$ cat config.mk
export PLATFORM = sky130hd
export DESIGN_NAME = lsu_top
export DESIGN_NICKNAME = d
export VERILOG_FILES = /design/src/verilog/lsu_pkg.sv /design/src/verilog/lsu_wdata_align.sv /design/src/verilog/lsu_rdata_align.sv /design/src/verilog/lsu_bus_ctrl.sv /design/src/verilog/lsu_top.sv
export SDC_FILE = /design/constraint.sdc
export NUM_CORES = 1
export LEC_CHECK = 0
export BUFFER_PORTS_ARGS = -buffer_cell sky130_fd_sc_hd__buf_2
export CAP_MARGIN = 20
export CORE_ASPECT_RATIO = 1.1
export CORE_MARGIN = 5
export CORE_UTILIZATION = 45
export DETAILED_ROUTE_END_ITERATION = 12
export MAX_ROUTING_LAYER = met4
export PLACE_DENSITY = 0.71
export SLEW_MARGIN = 20
export SYNTH_ARGS = -nofsm -noshare
export SYNTH_HDL_FRONTEND = slang
export SYNTH_SLANG_ARGS = --single-unit
export TNS_END_PERCENT = 20
$ cat constraint.sdc
create_clock -name clk_i -period 2.9 [get_ports clk_i]
set_clock_uncertainty 0.1 [all_clocks]
set_input_delay 0.58 -clock clk_i [delete_from_list [all_inputs] [get_ports clk_i]]
set_output_delay 0.58 -clock clk_i [all_outputs]
set_load 0.05 [all_outputs]
$ cat src/verilog/lsu_pkg.sv
package lsu_pkg;

  //////////////////////
  // widths
  //////////////////////

  // data and address width of the memory bus
  localparam int unsigned WordW = 32;

  // one byte enable per byte lane
  localparam int unsigned BeW = WordW / 8;

  // byte offset within a word
  localparam int unsigned OffW = $clog2(BeW);

  //////////////////////
  // types
  //////////////////////

  // access size of a load or store
  typedef enum logic [1:0] {
    LSU_WORD = 2'b00,
    LSU_HALF = 2'b01,
    LSU_BYTE = 2'b10
  } lsu_type_e;

  // bus sequencing states
  // the *_MIS states belong to accesses that are split in two
  typedef enum logic [2:0] {
    IDLE,
    WAIT_GNT_MIS,
    WAIT_RVALID_MIS,
    WAIT_GNT,
    WAIT_RVALID_MIS_GNTS_DONE
  } ls_fsm_e;

endpackage

$ cat src/verilog/lsu_wdata_align.sv
`timescale 1ns/1ps

module lsu_wdata_align (
  input  logic [lsu_pkg::WordW-1:0] lsu_addr_i,
  input  lsu_pkg::lsu_type_e        lsu_type_i,
  input  logic [lsu_pkg::WordW-1:0] lsu_wdata_i,
  input  logic                      second_part_i,
  output logic [lsu_pkg::BeW-1:0]   data_be_o,
  output logic [lsu_pkg::WordW-1:0] data_wdata_o
);

  logic [lsu_pkg::OffW-1:0]  offset;
  logic [lsu_pkg::BeW-1:0]   size_mask;
  logic [2*lsu_pkg::BeW-1:0] be_span;

  assign offset = lsu_addr_i[lsu_pkg::OffW-1:0];

  // enables of an access starting at lane 0
  always_comb begin
    unique case (lsu_type_i)
      lsu_pkg::LSU_WORD: size_mask = 4'b1111;
      lsu_pkg::LSU_HALF: size_mask = 4'b0011;
      lsu_pkg::LSU_BYTE: size_mask = 4'b0001;
      default:           size_mask = 4'b0001;
    endcase
  end

  // the shift runs over two words and the upper word holds the bytes that spill
  // into the next word of a split access
  assign be_span = {{lsu_pkg::BeW{1'b0}}, size_mask} << offset;

  always_comb begin
    if (second_part_i) begin
      data_be_o = be_span[2*lsu_pkg::BeW-1:lsu_pkg::BeW];
    end else begin
      data_be_o = be_span[lsu_pkg::BeW-1:0];
    end
  end

  // rotate left by the byte offset
  // the rotated word lines up with the enables of either part
  always_comb begin
    unique case (offset)
      2'd0: begin
        data_wdata_o = lsu_wdata_i;
      end
      2'd1: begin
        data_wdata_o = {lsu_wdata_i[23:0], lsu_wdata_i[31:24]};
      end
      2'd2: begin
        data_wdata_o = {lsu_wdata_i[15:0], lsu_wdata_i[31:16]};
      end
      2'd3: begin
        data_wdata_o = {lsu_wdata_i[7:0], lsu_wdata_i[31:8]};
      end
      default: begin
        data_wdata_o = lsu_wdata_i;
      end
    endcase
  end

endmodule

$ cat src/verilog/lsu_rdata_align.sv
`timescale 1ns/1ps

module lsu_rdata_align (
  input  logic                      clk_i,
  input  logic                      rst_ni,
  input  logic                      ctrl_update_i,
  input  logic                      rdata_update_i,
  input  logic [lsu_pkg::WordW-1:0] lsu_addr_i,
  input  lsu_pkg::lsu_type_e        lsu_type_i,
  input  logic                      lsu_sign_ext_i,
  input  logic [lsu_pkg::WordW-1:0] data_rdata_i,
  output logic [lsu_pkg::WordW-1:0] lsu_rdata_o
);

  logic [lsu_pkg::OffW-1:0]  offset_q;
  lsu_pkg::lsu_type_e        type_q;
  logic                      sign_ext_q;
  logic [lsu_pkg::WordW-1:8] rdata_q;

  logic [lsu_pkg::WordW-1:0] rdata_word;
  logic [15:0]               rdata_half;
  logic [7:0]                rdata_byte;

  ////////////////////
  // response control
  ////////////////////

  always_ff @(posedge clk_i or negedge rst_ni) begin
    if (!rst_ni) begin
      offset_q   <= '0;
      type_q     <= lsu_pkg::LSU_WORD;
      sign_ext_q <= 1'b0;
    end else if (ctrl_update_i) begin
      offset_q   <= lsu_addr_i[lsu_pkg::OffW-1:0];
      type_q     <= lsu_type_i;
      sign_ext_q <= lsu_sign_ext_i;
    end
  end

  // upper three bytes of the first word of a split load
  always_ff @(posedge clk_i) begin
    if (rdata_update_i) begin
      rdata_q <= data_rdata_i[lsu_pkg::WordW-1:8];
    end
  end

  ////////////////////
  // realignment
  ////////////////////

  // the low bytes come from the stored first word and the rest from the bus
  always_comb begin
    unique case (offset_q)
      2'd0:    rdata_word = data_rdata_i;
      2'd1:    rdata_word = {data_rdata_i[7:0], rdata_q[31:8]};
      2'd2:    rdata_word = {data_rdata_i[15:0], rdata_q[31:16]};
      2'd3:    rdata_word = {data_rdata_i[23:0], rdata_q[31:24]};
      default: rdata_word = data_rdata_i;
    endcase
  end

  // a half word at offset 3 is the only split half
  always_comb begin
    unique case (offset_q)
      2'd0:    rdata_half = data_rdata_i[15:0];
      2'd1:    rdata_half = data_rdata_i[23:8];
      2'd2:    rdata_half = data_rdata_i[31:16];
      2'd3:    rdata_half = {data_rdata_i[7:0], rdata_q[31:24]};
      default: rdata_half = data_rdata_i[15:0];
    endcase
  end

  assign rdata_byte = data_rdata_i[offset_q*8 +: 8];

  // zero or sign extension
  always_comb begin
    unique case (type_q)
      lsu_pkg::LSU_WORD: lsu_rdata_o = rdata_word;
      lsu_pkg::LSU_HALF: lsu_rdata_o = {{16{sign_ext_q & rdata_half[15]}}, rdata_half};
      lsu_pkg::LSU_BYTE: lsu_rdata_o = {{24{sign_ext_q & rdata_byte[7]}}, rdata_byte};
      default:           lsu_rdata_o = rdata_word;
    endcase
  end

endmodule

$ cat src/verilog/lsu_bus_ctrl.sv
`timescale 1ns/1ps

module lsu_bus_ctrl (
  input  logic                      clk_i,
  input  logic                      rst_ni,
  input  logic                      lsu_req_i,
  input  logic                      lsu_we_i,
  input  lsu_pkg::lsu_type_e        lsu_type_i,
  input  logic [lsu_pkg::WordW-1:0] lsu_addr_i,
  input  logic                      ds_rdy_i,
  input  logic                      data_gnt_i,
  input  logic                      data_rvalid_i,
  input  logic                      data_err_i,
  output logic                      data_req_o,
  output logic [lsu_pkg::WordW-1:0] data_addr_o,
  output logic                      data_we_o,
  output logic                      second_part_o,
  output logic                      ctrl_update_o,
  output logic                      rdata_update_o,
  output logic                      lsu_req_done_o,
  output logic                      lsu_resp_valid_o,
  output logic                      lsu_resp_err_o,
  output logic [lsu_pkg::WordW-1:0] addr_last_o,
  output logic                      busy_o
);

  lsu_pkg::ls_fsm_e ls_fsm_cs, ls_fsm_ns;

  logic                              split_access;
  logic                              handle_misaligned_q, handle_misaligned_d;
  logic                              lsu_err_q, lsu_err_d;
  logic                              outstanding_resp_q;
  logic                              resp_wait;
  logic                              lsu_resp_valid;
  logic                              ls_go;
  logic                              req_done;
  logic                              addr_update;
  logic                              addr_incr;
  logic                              we_q;
  logic [lsu_pkg::WordW-1:0]         addr_q;
  logic [lsu_pkg::WordW-1:0]         addr_first;
  logic [lsu_pkg::WordW-1:0]         addr_second;
  logic [lsu_pkg::WordW-1:0]         addr_last_q;
  logic [lsu_pkg::WordW-1:lsu_pkg::OffW] word_next;

  // misaligned words and a half word crossing into the next word
  assign split_access =
      ((lsu_type_i == lsu_pkg::LSU_WORD) && (lsu_addr_i[lsu_pkg::OffW-1:0] != 2'd0)) ||
      ((lsu_type_i == lsu_pkg::LSU_HALF) && (lsu_addr_i[lsu_pkg::OffW-1:0] == 2'd3));

  ////////////////////
  // addresses
  ////////////////////

  // in IDLE the request is still on the inputs and later it comes from addr_q
  assign addr_first  = (ls_fsm_cs == lsu_pkg::IDLE) ? lsu_addr_i : addr_q;
  assign word_next   = addr_q[lsu_pkg::WordW-1:lsu_pkg::OffW] + 1'b1;
  assign addr_second = {word_next, {lsu_pkg::OffW{1'b0}}};

  // the second address also stays valid after its grant
  assign addr_incr = handle_misaligned_q || (ls_fsm_cs == lsu_pkg::WAIT_RVALID_MIS_GNTS_DONE);

  always_comb begin
    if (handle_misaligned_q) begin
      data_addr_o = addr_second;
    end else begin
      data_addr_o = {addr_first[lsu_pkg::WordW-1:lsu_pkg::OffW], {lsu_pkg::OffW{1'b0}}};
    end
  end

  ////////////////////
  // bus FSM
  ////////////////////

  always_comb begin
    ls_fsm_ns           = ls_fsm_cs;
    data_req_o          = 1'b0;
    handle_misaligned_d = handle_misaligned_q;
    lsu_err_d           = lsu_err_q;
    addr_update         = 1'b0;
    rdata_update_o      = 1'b0;
    ls_go               = 1'b0;
    req_done            = 1'b0;

    unique case (ls_fsm_cs)
      lsu_pkg::IDLE: begin
        if (lsu_req_i && !resp_wait && ds_rdy_i) begin
          data_req_o = 1'b1;
          ls_go      = 1'b1;
          lsu_err_d  = 1'b0;
          if (data_gnt_i) begin
            addr_update         = 1'b1;
            handle_misaligned_d = split_access;
            req_done            = ~split_access;
            ls_fsm_ns = split_access ? lsu_pkg::WAIT_RVALID_MIS : lsu_pkg::IDLE;
          end else begin
            ls_fsm_ns = split_access ? lsu_pkg::WAIT_GNT_MIS : lsu_pkg::WAIT_GNT;
          end
        end
      end

      lsu_pkg::WAIT_GNT_MIS: begin
        data_req_o = 1'b1;
        if (data_gnt_i) begin
          addr_update         = 1'b1;
          handle_misaligned_d = 1'b1;
          ls_fsm_ns           = lsu_pkg::WAIT_RVALID_MIS;
        end
      end

      // second part on the bus while the first part is still in flight
      lsu_pkg::WAIT_RVALID_MIS: begin
        data_req_o = 1'b1;
        if (data_rvalid_i) begin
          lsu_err_d           = data_err_i;
          rdata_update_o      = ~we_q;
          addr_update         = data_gnt_i & ~data_err_i;
          req_done            = data_gnt_i;
          handle_misaligned_d = ~data_gnt_i;
          ls_fsm_ns = data_gnt_i ? lsu_pkg::IDLE : lsu_pkg::WAIT_GNT;
        end else if (data_gnt_i) begin
          req_done            = 1'b1;
          handle_misaligned_d = 1'b0;
          ls_fsm_ns           = lsu_pkg::WAIT_RVALID_MIS_GNTS_DONE;
        end
      end

      lsu_pkg::WAIT_GNT: begin
        data_req_o = 1'b1;
        if (data_gnt_i) begin
          // keep the first failing address
          addr_update         = ~lsu_err_q;
          req_done            = 1'b1;
          handle_misaligned_d = 1'b0;
          ls_fsm_ns           = lsu_pkg::IDLE;
        end
      end

      // both parts granted and the first rvalid still missing
      lsu_pkg::WAIT_RVALID_MIS_GNTS_DONE: begin
        if (data_rvalid_i) begin
          lsu_err_d      = data_err_i;
          addr_update    = ~data_err_i;
          rdata_update_o = ~we_q;
          ls_fsm_ns      = lsu_pkg::IDLE;
        end
      end

      default: begin
        ls_fsm_ns = lsu_pkg::IDLE;
      end
    endcase
  end

  // only the last rvalid of an access arrives in IDLE
  assign lsu_resp_valid = data_rvalid_i & outstanding_resp_q & (ls_fsm_cs == lsu_pkg::IDLE);
  assign resp_wait      = outstanding_resp_q & ~lsu_resp_valid;

  always_ff @(posedge clk_i or negedge rst_ni) begin
    if (!rst_ni) begin
      ls_fsm_cs           <= lsu_pkg::IDLE;
      handle_misaligned_q <= 1'b0;
      lsu_err_q           <= 1'b0;
      outstanding_resp_q  <= 1'b0;
      we_q                <= 1'b0;
      addr_last_q         <= '0;
    end else begin
      ls_fsm_cs           <= ls_fsm_ns;
      handle_misaligned_q <= handle_misaligned_d;
      lsu_err_q           <= lsu_err_d;
      if (ls_go) begin
        outstanding_resp_q <= 1'b1;
        we_q               <= lsu_we_i;
      end else if (lsu_resp_valid) begin
        outstanding_resp_q <= 1'b0;
      end
      if (addr_update) begin
        addr_last_q <= addr_incr ? addr_second : addr_first;
      end
    end
  end

  // request address for the later states
  always_ff @(posedge clk_i) begin
    if (ls_go) begin
      addr_q <= lsu_addr_i;
    end
  end

  assign data_we_o        = lsu_we_i;
  assign second_part_o    = handle_misaligned_q;
  assign ctrl_update_o    = ls_go;
  assign lsu_req_done_o   = req_done;
  assign lsu_resp_valid_o = lsu_resp_valid;
  assign lsu_resp_err_o   = lsu_resp_valid & (lsu_err_q | data_err_i);
  assign addr_last_o      = addr_last_q;
  assign busy_o           = (ls_fsm_cs != lsu_pkg::IDLE);

endmodule

$ cat src/verilog/lsu_top.sv
`timescale 1ns/1ps

module lsu_top (
  input  logic                      clk_i,
  input  logic                      rst_ni,
  // execute stage
  input  logic                      lsu_req_i,
  input  logic                      lsu_we_i,
  input  lsu_pkg::lsu_type_e        lsu_type_i,
  input  logic                      lsu_sign_ext_i,
  input  logic [lsu_pkg::WordW-1:0] lsu_addr_i,
  input  logic [lsu_pkg::WordW-1:0] lsu_wdata_i,
  output logic                      lsu_req_done_o,
  output logic                      lsu_resp_valid_o,
  output logic                      lsu_resp_err_o,
  output logic [lsu_pkg::WordW-1:0] lsu_rdata_o,
  output logic [lsu_pkg::WordW-1:0] addr_last_o,
  output logic                      busy_o,
  input  logic                      ds_rdy_i,
  // data memory bus
  output logic                      data_req_o,
  input  logic                      data_gnt_i,
  input  logic                      data_rvalid_i,
  input  logic                      data_err_i,
  output logic [lsu_pkg::WordW-1:0] data_addr_o,
  output logic                      data_we_o,
  output logic [lsu_pkg::BeW-1:0]   data_be_o,
  output logic [lsu_pkg::WordW-1:0] data_wdata_o,
  input  logic [lsu_pkg::WordW-1:0] data_rdata_i
);

  logic second_part;
  logic ctrl_update;
  logic rdata_update;

  lsu_bus_ctrl u_bus_ctrl (
    .clk_i            (clk_i),
    .rst_ni           (rst_ni),
    .lsu_req_i        (lsu_req_i),
    .lsu_we_i         (lsu_we_i),
    .lsu_type_i       (lsu_type_i),
    .lsu_addr_i       (lsu_addr_i),
    .ds_rdy_i         (ds_rdy_i),
    .data_gnt_i       (data_gnt_i),
    .data_rvalid_i    (data_rvalid_i),
    .data_err_i       (data_err_i),
    .data_req_o       (data_req_o),
    .data_addr_o      (data_addr_o),
    .data_we_o        (data_we_o),
    .second_part_o    (second_part),
    .ctrl_update_o    (ctrl_update),
    .rdata_update_o   (rdata_update),
    .lsu_req_done_o   (lsu_req_done_o),
    .lsu_resp_valid_o (lsu_resp_valid_o),
    .lsu_resp_err_o   (lsu_resp_err_o),
    .addr_last_o      (addr_last_o),
    .busy_o           (busy_o)
  );

  lsu_wdata_align u_wdata_align (
    .lsu_addr_i    (lsu_addr_i),
    .lsu_type_i    (lsu_type_i),
    .lsu_wdata_i   (lsu_wdata_i),
    .second_part_i (second_part),
    .data_be_o     (data_be_o),
    .data_wdata_o  (data_wdata_o)
  );

  lsu_rdata_align u_rdata_align (
    .clk_i          (clk_i),
    .rst_ni         (rst_ni),
    .ctrl_update_i  (ctrl_update),
    .rdata_update_i (rdata_update),
    .lsu_addr_i     (lsu_addr_i),
    .lsu_type_i     (lsu_type_i),
    .lsu_sign_ext_i (lsu_sign_ext_i),
    .data_rdata_i   (data_rdata_i),
    .lsu_rdata_o    (lsu_rdata_o)
  );

endmodule

==> results of run 1 <==
## placed cells by master, fill, tap and decap left out, drive strengths merged, types with 17 or more instances in the layout
cell type  synthesis  routed
buf               40     330
nand2             97      97
nor2              72      72
mux4              62      62
edfxtp            56      56
o21ai             49      49
nor3              45      45
dfrtp             44      44
a21oi             31      31
inv               30      30
mux2i             29      29
a21o              28      28
clkbuf            42      24
and3              18      18
xnor2             17      17
## power by group through the flow
stage	clock (uW)	sequential, uW	combinational [uW]
after floorplan	0	2880	7000
after global placement	0	2270	10100
after detailed placement	0	2290	10200
after CTS	1300	2270	10400
after global routing	1360	2300	11500
final	1280	2240	10900
## cell families (layout without fill, tap and decap cells)
kind of cell	after synthesis	count (layout)
fa+ha+maj	4	4
simple gates	297	297
other cells	1	3
mux	100	100
flops	100	100
xor+xnor	24	24
buf+inv	113	388
compound gates	205	205
## critical path, delay by kind of cell, from the launching register on
family,cells,cell delay [ns]
simple gates,3,1.32
flops,1,0.35
buf+inv,1,0.18
compound gates,1,0.16
## cell usage after synthesis, drive strengths merged, types with 3 or more instances
library cell / count / area, um2
nand2: 97 / 364
nor2: 72 / 273
mux4: 62 / 1400
edfxtp: 56 / 1680
o21ai: 49 / 245
nor3: 45 / 285
dfrtp: 44 / 1100
clkbuf: 42 / 158
buf: 40 / 198
a21oi: 31 / 155
inv: 30 / 113
mux2i: 29 / 290
a21o: 28 / 210
and3: 18 / 113
xnor2: 17 / 149
a22oi: 15 / 113
nand3: 15 / 75.1
o31ai: 13 / 121
a221oi: 12 / 143
a211oi: 9 / 67.6
mux2: 9 / 101
a31oi: 8 / 50.1
nand4: 8 / 71.3
or3: 8 / 50.1
xor2: 7 / 61.3
nor2b: 6 / 37.5
and2: 5 / 31.3
nand2b: 5 / 31.3
nor4: 5 / 50.1
and4: 4 / 35.0
ha: 4 / 50.1
o22a: 4 / 35.0
o22ai: 4 / 25.0
o2bb2ai: 4 / 35.0
a21boi: 3 / 22.5
a22o: 3 / 26.3
o21bai: 3 / 22.5
o31a: 3 / 26.3
## state kept, by name, indices dropped and copies added, names as in the netlist
signal	count
u_bus_ctrl.addr_last_o	32
u_bus_ctrl.addr_q	32
u_bus_ctrl.ls_fsm_cs	3
u_bus_ctrl.lsu_err_q	1
u_bus_ctrl.outstanding_resp_q	1
u_bus_ctrl.second_part_o	1
u_bus_ctrl.we_q	1
u_rdata_align.offset_q	2
u_rdata_align.rdata_q	24
u_rdata_align.sign_ext_q	1
u_rdata_align.type_q	2
## per-stage QoR
step                      setup TNS, ns  util (%)
after floorplan                   -4.06         -
after global placement                0      55.3
after detailed placement              0      55.3
after CTS                        -0.896      59.0
after global routing              -2.14      60.6
final                            -0.845      60.6
## layer usage
metal  part of all wire, %  up-vias
met4                   2.9        0
li1                      -     3733
met2                    49      427
met1                    40     3872
met3                   8.0       60
met5                     0        -
## path summary, 6_finish.rpt
| kind | end | cells after the start | startpoint |
|---|---|---|---|
| hold / removal | u_bus_ctrl.addr_last_o[26] | 1 | rst_ni |
| max in group asynchronous | u_rdata_align.offset_q[1] | 2 | rst_ni |
| setup reg to reg | u_bus_ctrl.addr_last_o[25] | 14 | u_bus_ctrl.addr_q[17] |
| hold reg to reg | u_bus_ctrl.addr_last_o[14] | 2 | u_bus_ctrl.addr_last_o[14] |
| setup / recovery | data_addr_o[31] | 5 | u_bus_ctrl.addr_q[17] |
| min in group clk_i | u_bus_ctrl.addr_q[15] | 1 | lsu_addr_i[15] |
## what timing repair did
item                       CTS  global route
cloned                       1             0
resized for setup           51            74
hold buffers                 0             0
pin swaps                   23            10
buffers inserted            18             9
setup endpoints to repair   28            58
## cell type report
type                            instances  area, um2  share of cell area (%)
Multi-Input combinational cell        632       5280                    47.9
Sequential cell                       100       2790                    25.3
Tap cell                              243        304                    2.76
Antenna cell                            1       2.50                  0.0227
Inverter                               31        116                    1.05
Timing Repair Buffer                  341       2210                    20.1
Clock inverter                          3       26.3                   0.238
Clock buffer                           13        293                    2.65
==> impl_results.md, run 1 <==
* Outcome: finished with violations
* Violated checks: negative setup slack
* Slew HR at between 30% and 40%
* Port Buffer Count at between 200 and 250
* R2r setup slk at -0.05 ns
* Sw frac at a little under three fifths
* Maxcap violations at 0
* Final Instance Area at approximately 11000 um2
* Synth Area in Compound Gates at between 15 and 20%
* Unrepaired setup endpoints after global routing: yes
* Tcrit/Tclk final at 105%
* Clock transition at path regs at about 0.07 ns
* Final setup viols at 11
* Clock Latency Late Sink at ~0.36 ns
* Post-synth EDFFs at 56
* H-tree depth at 3
* Critical Path Source Type: flop
* Comb power frac at approximately 76%
* Placed cells at around 1300
* CP arrival at around 2.4 ns
* Clk root buf: clkbuf_16
* Global-route wire length before repair at 41.8 mm
* CP endpoint kind: output pin
* Synth Area in XOR/XNOR at ~2.6%
* Smallest hold slack at just under 0.07 ns
* Gate Count Post-Synth at 844
* Die ar. at ~21000 um2
* Final net count at 1226
* Simple-gate area share of the yosys netlist at between 10% and 20%
* Largest family of logic cells by synthesized area: multiplexers
* Pre-CTS setup slack at just over 0.06 ns
* Routed wire length at about 27 mm
* Sink Count at 100
* GRT Util Overall at 25.0%
* Post-synthesis sequential area ratio at roughly a third
* Mapped Area at about 8200 um2
* Final Slew Violations at 0
* Warnings, synthesis at 0
* Clock power frac at 8.9%
* Seq pwr share at about 16%
* Async SR Flop Fraction at approximately 44%
* Vias at 8092
* Starting DRT DRC Count at 732
* WL per Instance at around 20 um
* DR DRC count at 0
* Largest net degree at the start of global routing at 35
* Layout cells sized above 1 at ~45%
* M1 GR Usage at between 30% and 40%
* Multiplexer share of the synthesized area at around 22%
* Worst Path Required at ~2.2 ns
* Maximum root-to-sink buffer count at 2
* Fmax at 329 MHz
* Die W at ~140 um
* Met3 Use GR at under 10%
* Core Region at 18200 um2
* Die outline height at 152 um
* Synthesis-to-finish area growth at 33.8%
* Hold Fails Final Rpt at 0
* Post-DP Area at about 10000 um2
* Vias in the first global route at about 7800
* Detail Placement HPWL at around 19 mm
* Post-synthesis average cell area at slightly below 10 um2
* # rows at 52
* Static Leak at roughly 0.005 uW
* Tot Pwr at between 10000 and 15000 uW
* Initial Utilization at a little under half
* Max IR drop VDD at 1.06 mV
* Routability Congestion at 0.866
* Yosys cell types at 73
* Adder-cell share of the synthesized area at less than 1%
* TritonCTS clock tree: done
* Critical path peak fanout at 5
* Internal Pwr Total at slightly above 6000 uW
* Initial antenna violation count at 1
* Inserted Clock Buffers at 9
* PD cells at around 1300 nW/um2
* Vias per cell at between 5 and 6
* Crit path cell chain: and4_1 -> or4b_4 -> or4_4 -> a31oi_4 -> buf_6
* ANT nets after route at 0
* Grt total ovfl at 0
* Most Crowded Layer GR: met2
* CP Class: flop to output pin
* Non-filler cells, final at approximately 1400
* HP Class: input pin to async pin
* Minimum clock period at ~3.0 ns
* Main flop type after synthesis: edfxtp_1
* FILL cells at around 1500
* Final worst setup slack at -0.144 ns
* Slew at the pin closest to its max-slew limit at between 0.9 and 1 ns
* TritonRoute pass-1 iters at 5
* Critical path's slowest cell: or4b_4
* Psw at a little over 8000 uW
* Yosys reg bits at 100
* CP max stage delay at 0.56 ns
* Met2 Track Usage GR at between 30% and 40%
* I/O Pins at around 250
Note: power is estimated with default switching activity, not from simulation.
==> inputs of run 2 (changes only) <==
CORE_UTILIZATION = 53   (was 45)
PLACE_DENSITY = 0.82   (was 0.71)
==> run 2 against run 1 <==
- the flow still finishes with violations (negative setup slack)
- flip-flop and latch count stayed put
- first-iteration DRC count is 20% higher
- clock power fell by 3%
- setup slack better by 0.016 ns
- sequential power is essentially flat
- maximum frequency up 0.51%
- critical path depth stayed put
- via count shrank 0.35%
- non-clock buffer count down 16
- utilization increased by 10 points
==> impl_results.md, run 2 (synthesized netlist as in run 1, its figures left out) <==
* Clock Latency Late Sink at approximately 0.36 ns
* PD cells at 1310 nW/um2
* Global-route wire length before repair at between 40 and 50 mm
* R2r setup slk at 0.40 ns
* I/O Pins at 245
* Worst Path Required at ~2.2 ns
* Final worst setup slack at -0.128 ns
* TritonCTS clock tree: done
* HP Class: input pin to async pin
* Final Slew Violations at 0
* Unrepaired setup endpoints after global routing: yes
* Routability Congestion at just under 1
* Layout cells sized above 1 at between 40 and 50%
* Vias at ~8100
* Sink Count at 100
* WL per Instance at around 20 um
* Core Region at between 15000 and 20000 um2
* GRT Util Overall at between 20% and 30%
* Die W at ~130 um
* Maximum root-to-sink buffer count at 2
* Vias in the first global route at 7762
* # rows at 47
* Die outline height at approximately 140 um
* Maxcap violations at 0
* Critical Path Source Type: flop
* Starting DRT DRC Count at 877
* Critical path peak fanout at 4
* Setup TNS at -0.563 ns
* FILL cells at 1124
* Commonest non-fill, non-tap cell in the layout: buf_2
* Routed wire length at 26.1 mm
* Largest net degree at the start of global routing at 37
* CTS Hold Buffers Added at 0
* Slew HR at about half
* Grt total ovfl at 0
* CP endpoint kind: output pin
* Violated checks: negative setup slack
* Hold Fails Final Rpt at 0
* Initial Utilization at between 50% and 60%
* Port Buffer Count at between 200 and 250
* Fmax at 330 MHz
* CP Class: flop to output pin
* CP arrival at roughly 2.4 ns
* Detail Placement HPWL at around 19 mm
* Pre-CTS setup slack at roughly 0.054 ns
* Max IR drop VDD at between 0.9 and 1 mV
* Outcome: finished with violations
* H-tree depth at 3
* Synthesis-to-finish area growth at 30.4%
* Slew at the pin closest to its max-slew limit at about 0.74 ns
* Die ar. at about 18000 um2
* Tcrit/Tclk final at 104%
* ANT nets after route at 0
* Static Leak at between 0.004 and 0.005 uW
* Inserted Clock Buffers at 9
* Final net count at around 1200
* Initial antenna violation count at 1
* DR DRC count at 0
* Vias per cell at ~6.2
* TritonRoute pass-1 iters at 6
* Clock transition at path regs at 0.07 ns
* Final setup viols at 9
* Clk root buf: clkbuf_16
* Minimum clock period at 3.03 ns
* Most frequent cells in the layout: buf_2 (223), nand2_1 (96), buf_4 (79)
run 2: worst max-delay path: stages, from the launching register on:
cell	delay [ns]
edfxtp_1	0.36
and4_1	0.21
or4b_4	0.52
or4_4	0.53
a31oi_4	0.18
buf_6	0.18
run 2: metal layers:
layer / vias to the layer above / GRT usage, % / wire [um]
met4: 0 / 10.4 / 493
met3: 36 / 3.22 / 2320
met2: 438 / 46.5 / 13300
met1: 3887 / 37.7 / 9970
li1: 3703 / - / -
met5: - / - / 0
run 2: power breakdown:
part	switching (uW)	internal (uW)	leakage (uW)
clock	548	695	0.000142
sequential	338	1930	0.00103
combinational	7220	3310	0.00359
run 2: cell type report:
type | instances | area [um2] | share of cell area, %
timing repair buffer | 325 | 2030 | 18.9
antenna | 1 | 2.50 | 0.0233
clock buffer | 11 | 243 | 2.26
sequential | 100 | 2790 | 26.0
multi-input combinational | 632 | 5260 | 49.0
tap | 196 | 245 | 2.28
clock inverter | 5 | 58.8 | 0.547
inverter | 31 | 116 | 1.08
run 2: final timing paths:
| kind | startpoint | end | depth (start not counted) |
|---|---|---|---|
| setup reg to reg | u_bus_ctrl.ls_fsm_cs[1] | u_bus_ctrl.addr_last_o[20] | 7 |
| hold / removal | rst_ni | u_rdata_align.offset_q[1] | 1 |
| hold reg to reg | u_bus_ctrl.addr_last_o[2] | u_bus_ctrl.addr_last_o[2] | 1 |
| min in group clk_i | lsu_addr_i[3] | u_bus_ctrl.addr_q[3] | 1 |
| setup / recovery | u_bus_ctrl.addr_q[18] | data_addr_o[31] | 5 |
| max in group asynchronous | rst_ni | u_bus_ctrl.ls_fsm_cs[2] | 2 |
run 2: timing repair:
item,4_1_cts,5_1_grt
endpoints found under the setup margin,20,33
pin swaps,8,17
gates resized for setup,34,50
buffers inserted,2,8
run 2: stage by stage:
stage / utilization, % / hold WS (ns) / power [uW] / instance area [um2] / instances
detailed placement: 66.3 / 0.365 / 12400 / 10100 / 1274
CTS: 69.2 / 0.124 / 13800 / 10500 / 1292
global route: 70.8 / 0.151 / 14800 / 10700 / 1301
floorplan: - / 0.184 / 9890 / 8300 / 845
global placement: 66.3 / 0.356 / 12300 / 10100 / 1274
finish: 70.8 / 0.111 / 14000 / 10700 / 1301
